[src/pf_config.svh]
`ifndef PF_CONFIG_SVH
`define PF_CONFIG_SVH

// fetch address width
`define PF_ADDR_WIDTH 32

// low address bits indexing both tables, 64 entries
`define PF_INDEX_WIDTH 6

// counter reset values
`define PF_USE_INIT 2'b10
`define PF_CONF_INIT 2'b00

`endif
[src/pf_pred_pkg.sv]
package pf_pred_pkg;

    // 2-bit saturating counter, msb is the decision
    typedef logic [1:0] ctr2_t;

    // anneal sequencer
    typedef enum logic {
        ANNEAL_IDLE,
        ANNEAL_WRITE
    } anneal_state_t;

    // saturates at 11
    function automatic ctr2_t ctr_inc(ctr2_t c);
        return (c == 2'b11) ? c : c + 2'b01;
    endfunction

    // saturates at 00
    function automatic ctr2_t ctr_dec(ctr2_t c);
        return (c == 2'b00) ? c : c - 2'b01;
    endfunction

endpackage

[src/pf_addr_pkg.sv]
`include "pf_config.svh"

package pf_addr_pkg;

    // fetch or prefetch address
    typedef logic [`PF_ADDR_WIDTH-1:0] addr_t;

    // table index, low bits of an address
    typedef logic [`PF_INDEX_WIDTH-1:0] index_t;

endpackage

[src/prefetch_predictor.sv]
`timescale 1ns/10ps

module prefetch_predictor (
    input  logic               clk,
    input  logic               reset,
    input  pf_addr_pkg::addr_t addr,
    input  logic               update_en,
    input  pf_addr_pkg::addr_t update_addr,
    input  logic               useful,
    input  logic               anneal_miss,
    input  logic               anneal_instr,
    input  pf_addr_pkg::addr_t anneal_addr,
    output logic               req,
    output pf_addr_pkg::addr_t pf_addr
);

    logic               fetch_new;
    logic               succ_valid;
    pf_addr_pkg::addr_t succ_addr;
    pf_pred_pkg::ctr2_t succ_ctr;
    pf_pred_pkg::ctr2_t use_ctr;
    logic               use_ready;

    next_addr_table next_addr_table_i (
        .clk       (clk),
        .reset     (reset),
        .addr      (addr),
        .fetch_new (fetch_new),
        .succ_valid(succ_valid),
        .succ_addr (succ_addr),
        .succ_ctr  (succ_ctr)
    );

    usefulness_table usefulness_table_i (
        .clk         (clk),
        .reset       (reset),
        .addr        (addr),
        .update_en   (update_en),
        .update_addr (update_addr),
        .useful      (useful),
        .anneal_miss (anneal_miss),
        .anneal_instr(anneal_instr),
        .anneal_addr (anneal_addr),
        .use_ctr     (use_ctr),
        .use_ready   (use_ready)
    );

    prefetch_decide prefetch_decide_i (
        .addr      (addr),
        .fetch_new (fetch_new),
        .use_ready (use_ready),
        .succ_valid(succ_valid),
        .succ_addr (succ_addr),
        .succ_ctr  (succ_ctr),
        .use_ctr   (use_ctr),
        .req       (req),
        .pf_addr   (pf_addr)
    );

endmodule

[src/prefetch_decide.sv]
`timescale 1ns/10ps

module prefetch_decide (
    input  pf_addr_pkg::addr_t addr,
    input  logic               fetch_new,
    input  logic               use_ready,
    input  logic               succ_valid,
    input  pf_addr_pkg::addr_t succ_addr,
    input  pf_pred_pkg::ctr2_t succ_ctr,
    input  pf_pred_pkg::ctr2_t use_ctr,
    output logic               req,
    output pf_addr_pkg::addr_t pf_addr
);

    pf_addr_pkg::addr_t seq_addr;

    // sequential fallback
    assign seq_addr = addr + pf_addr_pkg::addr_t'(1);

    always_comb begin
        req     = 1'b0;
        pf_addr = '0;
        if (fetch_new && use_ready) begin
            if (!succ_valid) begin
                // nothing learned yet
                req     = 1'b1;
                pf_addr = seq_addr;
            end else if (use_ctr[1]) begin
                req     = 1'b1;
                pf_addr = succ_ctr[1] ? succ_addr : seq_addr;
            end
        end
    end

endmodule

[src/usefulness_table.sv]
`timescale 1ns/10ps
`include "pf_config.svh"

module usefulness_table (
    input  logic               clk,
    input  logic               reset,
    input  pf_addr_pkg::addr_t addr,
    input  logic               update_en,
    input  pf_addr_pkg::addr_t update_addr,
    input  logic               useful,
    input  logic               anneal_miss,
    input  logic               anneal_instr,
    input  pf_addr_pkg::addr_t anneal_addr,
    output pf_pred_pkg::ctr2_t use_ctr,
    output logic               use_ready
);

    pf_pred_pkg::anneal_state_t state;
    pf_pred_pkg::anneal_state_t state_next;
    logic                       instr_miss;
    logic                       update_read;
    logic                       we;
    pf_addr_pkg::index_t        rd_index;
    pf_addr_pkg::index_t        wr_index;
    pf_addr_pkg::index_t        anneal_index;
    pf_pred_pkg::ctr2_t         anneal_ctr;
    pf_pred_pkg::ctr2_t         rd_ctr;
    pf_pred_pkg::ctr2_t         wr_ctr;

    assign instr_miss = anneal_miss && anneal_instr;

    // the update needs the single read port, so it only goes through
    // with no miss read and no anneal write in the same cycle
    assign update_read = update_en && !instr_miss &&
                         (state == pf_pred_pkg::ANNEAL_IDLE);

    // use_ctr belongs to addr only when the port is not borrowed
    assign use_ready = !instr_miss && !update_read;
    assign use_ctr   = rd_ctr;

    always_comb begin
        if (instr_miss) begin
            rd_index = anneal_addr[`PF_INDEX_WIDTH-1:0];
        end else if (update_read) begin
            rd_index = update_addr[`PF_INDEX_WIDTH-1:0];
        end else begin
            rd_index = addr[`PF_INDEX_WIDTH-1:0];
        end
    end

    // anneal write wins over the update port
    always_comb begin
        we       = 1'b0;
        wr_index = update_addr[`PF_INDEX_WIDTH-1:0];
        wr_ctr   = useful ? pf_pred_pkg::ctr_inc(rd_ctr) : pf_pred_pkg::ctr_dec(rd_ctr);
        if (state == pf_pred_pkg::ANNEAL_WRITE) begin
            we       = 1'b1;
            wr_index = anneal_index;
            wr_ctr   = pf_pred_pkg::ctr_inc(anneal_ctr);
        end else if (update_read) begin
            we = 1'b1;
        end
    end

    pf_table_ram #(
        .DATA_WIDTH($bits(pf_pred_pkg::ctr2_t)),
        .INIT_VALUE(`PF_USE_INIT)
    ) table_ram_i (
        .clk  (clk),
        .reset(reset),
        .raddr(rd_index),
        .rdata(rd_ctr),
        .we   (we),
        .waddr(wr_index),
        .wdata(wr_ctr)
    );

    // read in the miss cycle, write on the next
    assign state_next = instr_miss ? pf_pred_pkg::ANNEAL_WRITE : pf_pred_pkg::ANNEAL_IDLE;

    always_ff @(posedge clk) begin
        if (reset) begin
            state <= pf_pred_pkg::ANNEAL_IDLE;
        end else begin
            state <= state_next;
        end
    end

    // back to back misses on one index see the pending write
    always_ff @(posedge clk) begin
        if (instr_miss) begin
            anneal_index <= rd_index;
            anneal_ctr   <= (we && (wr_index == rd_index)) ? wr_ctr : rd_ctr;
        end
    end

endmodule

[src/next_addr_table.sv]
`timescale 1ns/10ps
`include "pf_config.svh"

module next_addr_table (
    input  logic               clk,
    input  logic               reset,
    input  pf_addr_pkg::addr_t addr,
    output logic               fetch_new,
    output logic               succ_valid,
    output pf_addr_pkg::addr_t succ_addr,
    output pf_pred_pkg::ctr2_t succ_ctr
);

    // entry is {successor, valid, confidence}
    localparam int ENTRY_WIDTH = $bits(pf_addr_pkg::addr_t) + 1 + $bits(pf_pred_pkg::ctr2_t);
    localparam logic [ENTRY_WIDTH-1:0] ENTRY_INIT = {
        {$bits(pf_addr_pkg::addr_t){1'b0}}, 1'b0, `PF_CONF_INIT
    };

    pf_addr_pkg::addr_t     prev_addr;
    pf_addr_pkg::index_t    rd_index;
    pf_addr_pkg::index_t    wr_index;
    logic [ENTRY_WIDTH-1:0] rd_entry;
    logic [ENTRY_WIDTH-1:0] wr_entry;
    logic [ENTRY_WIDTH-1:0] prev_entry;
    pf_addr_pkg::addr_t     prev_succ;
    logic                   prev_valid;
    pf_pred_pkg::ctr2_t     prev_ctr;
    pf_pred_pkg::ctr2_t     new_ctr;
    logic                   succ_hit;

    assign rd_index  = addr[`PF_INDEX_WIDTH-1:0];
    assign wr_index  = prev_addr[`PF_INDEX_WIDTH-1:0];
    assign fetch_new = (addr != prev_addr);

    assign {succ_addr, succ_valid, succ_ctr} = rd_entry;
    assign {prev_succ, prev_valid, prev_ctr} = prev_entry;

    // same successor as last time raises confidence
    assign succ_hit = prev_valid && (prev_succ == addr);
    assign new_ctr  = succ_hit ? pf_pred_pkg::ctr_inc(prev_ctr)
                               : pf_pred_pkg::ctr_dec(prev_ctr);
    assign wr_entry = {addr, 1'b1, new_ctr};

    pf_table_ram #(
        .DATA_WIDTH(ENTRY_WIDTH),
        .INIT_VALUE(ENTRY_INIT)
    ) table_ram_i (
        .clk  (clk),
        .reset(reset),
        .raddr(rd_index),
        .rdata(rd_entry),
        .we   (fetch_new),
        .waddr(wr_index),
        .wdata(wr_entry)
    );

    // also loaded during reset, so no change is seen right after it
    always_ff @(posedge clk) begin
        prev_addr <= addr;
    end

    // entry of the current address becomes next cycle's training entry;
    // take the write data when this cycle writes the same index
    always_ff @(posedge clk) begin
        if (reset) begin
            prev_entry <= ENTRY_INIT;
        end else if (fetch_new && (rd_index == wr_index)) begin
            prev_entry <= wr_entry;
        end else begin
            prev_entry <= rd_entry;
        end
    end

endmodule

[src/pf_table_ram.sv]
`timescale 1ns/10ps

module pf_table_ram #(
    parameter int DATA_WIDTH = 2,
    parameter logic [DATA_WIDTH-1:0] INIT_VALUE = '0
) (
    input  logic                  clk,
    input  logic                  reset,
    input  pf_addr_pkg::index_t   raddr,
    output logic [DATA_WIDTH-1:0] rdata,
    input  logic                  we,
    input  pf_addr_pkg::index_t   waddr,
    input  logic [DATA_WIDTH-1:0] wdata
);

    localparam int DEPTH = 2 ** $bits(pf_addr_pkg::index_t);

    logic [DATA_WIDTH-1:0] mem [DEPTH];

    // combinational read
    assign rdata = mem[raddr];

    // every entry back to its initial value while reset is high
    always_ff @(posedge clk) begin
        if (reset) begin
            for (int i = 0; i < DEPTH; i++) begin
                mem[i] <= INIT_VALUE;
            end
        end else if (we) begin
            mem[waddr] <= wdata;
        end
    end

endmodule

[config.mk]
export PLATFORM = sky130hd
export DESIGN_NAME = prefetch_predictor
export DESIGN_NICKNAME = d
export VERILOG_FILES = /design/src/pf_pred_pkg.sv /design/src/pf_addr_pkg.sv /design/src/prefetch_predictor.sv /design/src/prefetch_decide.sv /design/src/usefulness_table.sv /design/src/next_addr_table.sv /design/src/pf_table_ram.sv
export VERILOG_INCLUDE_DIRS = /design/src
export SDC_FILE = /design/constraint.sdc
export NUM_CORES = 2
export LEC_CHECK = 0
export ABC_CLOCK_PERIOD_IN_PS = 5950
export BUFFER_PORTS_ARGS = -buffer_cell sky130_fd_sc_hd__buf_2
export CORE_MARGIN = 5
export CORE_UTILIZATION = 59
export CTS_CLUSTER_SIZE = 12
export DETAILED_ROUTE_END_ITERATION = 12
export GPL_ROUTABILITY_DRIVEN = 0
export PLACE_DENSITY = 0.75
export SETUP_SLACK_MARGIN = 0.1
export SLEW_MARGIN = 20
export SYNTH_ARGS = -nofsm -noshare
export SYNTH_HDL_FRONTEND = slang
export SYNTH_SLANG_ARGS = --single-unit
[constraint.sdc]
create_clock -name clk -period 5.95 [get_ports clk]
set_input_delay 1.19 -clock clk [delete_from_list [all_inputs] [get_ports clk]]
set_output_delay 1.19 -clock clk [all_outputs]
set_load 0.1 [all_outputs]
==> metrics.txt <==
area of the multi-input gates 36600 sq um; most numerous cell in the Yosys netlist edfxtp_1; fin nets 7834; Slew Viols, Final 0; Arr. time, crit path 4660 ps; hold slack 456 ps; Clock Path Buffers 3; share of layout cells above drive strength 1 22.6%; routed vias 72600; WS Path Type in -> out; post-DR vias/cell 6.96; Worst path max stage delay 580 ps; DRC Markers 0; Final Hold Viols 0; Final Critical Period 5850 ps; Gate Count Post-Synth 7760; CP max stage cell mux4_2; drt pass-1 iters 8; WL/cell 32.2 microns; Int Pwr 28500 uW; Filler cells 12300; CTS tree yes; PwrDens 296 nW/um^2; clock network fraction of total power 38.1%; Synthesis Warnings 0; Switching Fraction 24.1%; Synth area leaders edfxtp_1 (62%), mux4_2 (13%), and3_1 (9.4%); CP Launch Type input port; RSZ-0062 raised after global routing true; Worst Hold Class reg -> reg; post-synthesis sequential area ratio 64.3%; Worst-Skew Late Latency 890 ps; R2R Setup Slk 1630 ps; f_max 171 MHz; Hold Path Sink next_addr_table_i.table_ram_i.mem[26][2]$_SDFFE_PP1P_; Final ANT Viol Nets 0; Design Area, Final 127000 sq um; clock sinks 2444; Final Non-Filler Cells 10400; relative slew slack 23.6%; Psw 9050 uW; port bufs 82; Mapped Avg Cell Area 14.4 sq um; worst clock skew 49.9 ps; Compound-Gate Fraction of Synth Area 2.73%; starting utilization of the core area 59.1%; Die Wd 446 microns; combinational fraction of design power 10.2%; Detailed Route WL 336000 microns; largest family of logic cells by synthesized area simple AND/OR/NAND/NOR gates; Netlist cell types 83; Die ar. 199000 sq um; Async SR Flop Fraction 0%; synthesis-stage register bit count 2444; first-pass GRT wire length 488000 microns; initial antenna violation count 25; CP Capture Type output port; crit-path cells buf_16 > buf_4 > mux4_2 > mux4_2 > mux4_2 > a2111o_2 > buf_12 > buf_12 > a211oi_4 > buf_12; Seq pwr share 51.7%; largest net degree at the start of global routing 217; Final HPWL DP 201000 microns; CTS root buf clkbuf_16; Top FF cell, synth edfxtp_1; number of max-cap violations 0; CTS clk-pin slew, worst paths 60 ps; Final Core Density 66.9%; mux cell area share after synthesis 14.0%; xor/xnor share of the synthesized area 0.782%; status completed; H-tree Lvls 4; hold-fix buffer count after cts 0; setup TNS 0 ps; Synth Area in Adders 0.0480%; total leakage power 0.0516 uW; Buf+Inv Stages, Crit Path 5; CP required 4760 ps; hold path startpoint next_addr_table_i.table_ram_i.mem[26][2]$_SDFFE_PP1P_; hold path depth 2; Post-synth EDFFs 2312; num rows 160; FF/Latch Area 72100 sq um; Post-Synthesis Cell Area 112000 sq um; placed cell count 9997; GRT Resource Usage Total 33.7%; drt first-iter violations 11900; final cycle utilization of the critical path 98.4%; area leader, netlist edfxtp_1; DP Area 119000 sq um; worst reg2reg path depth 12; # IOs 135; syn nets 7863; most frequent cells after synthesis edfxtp_1 (2312), and3_1 (1682), clkbuf_1 (768), nor2_1 (675), mux4_2 (630); total grt overflow 0; r2r startpoint usefulness_table_i.state$_SDFF_PP0_; R2R Path End usefulness_table_i.table_ram_i.mem[5][1]$_SDFFCE_PN1P_; Core ar. 190000 sq um; vias in the first global route 71900; Area Growth Syn to Fin 13.2%; critical path's top delay family multiplexers; TritonCTS Buffers 238; worst vdd ir 292 uV; Die Ht 446 microns; simple-gate portion of the synthesized area 14.5%; critical-path maximum fanout 17; Synth top area share 62.0%; Final Setup Violations 0; worst slew pin tran 1110 ps
per-stage QoR:
step                      worst slack (ps)  total power (uW)
final                                 97.6             37500
after floorplan                       54.9             21800
after global placement                -252             23400
after detailed placement              -246             23500
after global routing                  81.1             38400
after CTS                              126             37500
layout make-up:
type	count	share of cell area [%]
antenna	9	0.0177
inverter	88	0.274
multi-input combinational	4298	28.8
clock buffer	362	5.25
sequential	2444	56.8
tap	2511	2.48
timing repair buffer	661	5.90
clock inverter	54	0.445
kinds of logic after synthesis:
group | Yosys count
AOI/OAI and AO/OA | 443
buffers and inverters | 1018
adders and majority gates | 5
and+or+nand+nor | 2973
xor gates and xnor gates | 100
DFF | 2444
muxes | 777
power groups by stage:
stage,Combinational [uW],Sequential (uW),Clock [uW]
6_report,3820,19400,14300
5_1_grt,3920,19400,15100
4_1_cts,3740,19400,14300
3_5_place_dp,3710,19800,0
3_3_place_gp,3670,19700,0
2_1_floorplan,2120,19700,0
worst max path at each step:
| stage | endpoint | start | cells after the start |
|---|---|---|---|
| final | pf_addr[30] | addr[0] | 10 |
| after CTS | pf_addr[30] | addr[1] | 10 |
| after floorplan | pf_addr[24] | addr[0] | 8 |
| after global routing | pf_addr[30] | addr[0] | 14 |
| after detailed placement | pf_addr[15] | addr[0] | 13 |
| after global placement | pf_addr[15] | addr[0] | 13 |
worst register-to-register path, cell delays in order, from the launching register on:
cell and delay, ps:
dfxtp_4 430, nand2b_4 220, buf_4 220, a211oi_1 120, nor2_1 610, mux4_2 430
a32oi_1 160, nand4_1 260, o22a_1 290, maj3_2 340, o21ai_4 510, buf_12 290
nand4_1 130
cells in the final DEF, fill, tap and decap left out, drive strengths merged, types with 7 or more instances in the layout:
cell type / instances
a211oi: 57
a31oi: 9
nand4: 19
a21oi: 67
xor2: 39
clkbuf: 364
a21boi: 9
diode: 9
edfxtp: 2312
dfxtp: 132
clkinv: 37
or2: 41
mux4: 630
o221ai: 59
and3: 1682
o31ai: 18
nor3: 88
xnor2: 61
nor2: 675
nand2: 229
o22ai: 41
o21ai: 102
nor2b: 22
a21o: 11
mux2i: 141
and4: 7
o211ai: 7
nand3: 64
inv: 97
buf: 658
nand2b: 92
nor4: 12
a211o: 7
and2: 14
repair_timing:
| action | 4_1_cts | 5_1_grt |
|---|---|---|
| gates resized for setup | 13 | 16 |
| cloned | 1 | 1 |
| endpoints found under the setup margin | 32 | 30 |
| pin swaps | 0 | 1 |
| setup buffers | 2 | 0 |
registers in the layout (all words and copies together) (netlist names):
signal and flops:
next_addr_table_i.prev_addr 32, next_addr_table_i.table_ram_i.mem 2240, usefulness_table_i.anneal_ctr 2, next_addr_table_i.prev_entry 35
usefulness_table_i.table_ram_i.mem 128, usefulness_table_i.state 1, usefulness_table_i.anneal_index 6
per-layer routing:
metal  wire length [microns]  track usage, %  share of wire, %
met5                      45               0             0.013
met4                   22900            19.6               6.8
met3                   42800            7.93                13
met2                  159000            53.0                47
met1                  112000            43.5                33
No activity file was read; power rests on OpenSTA's default activity.
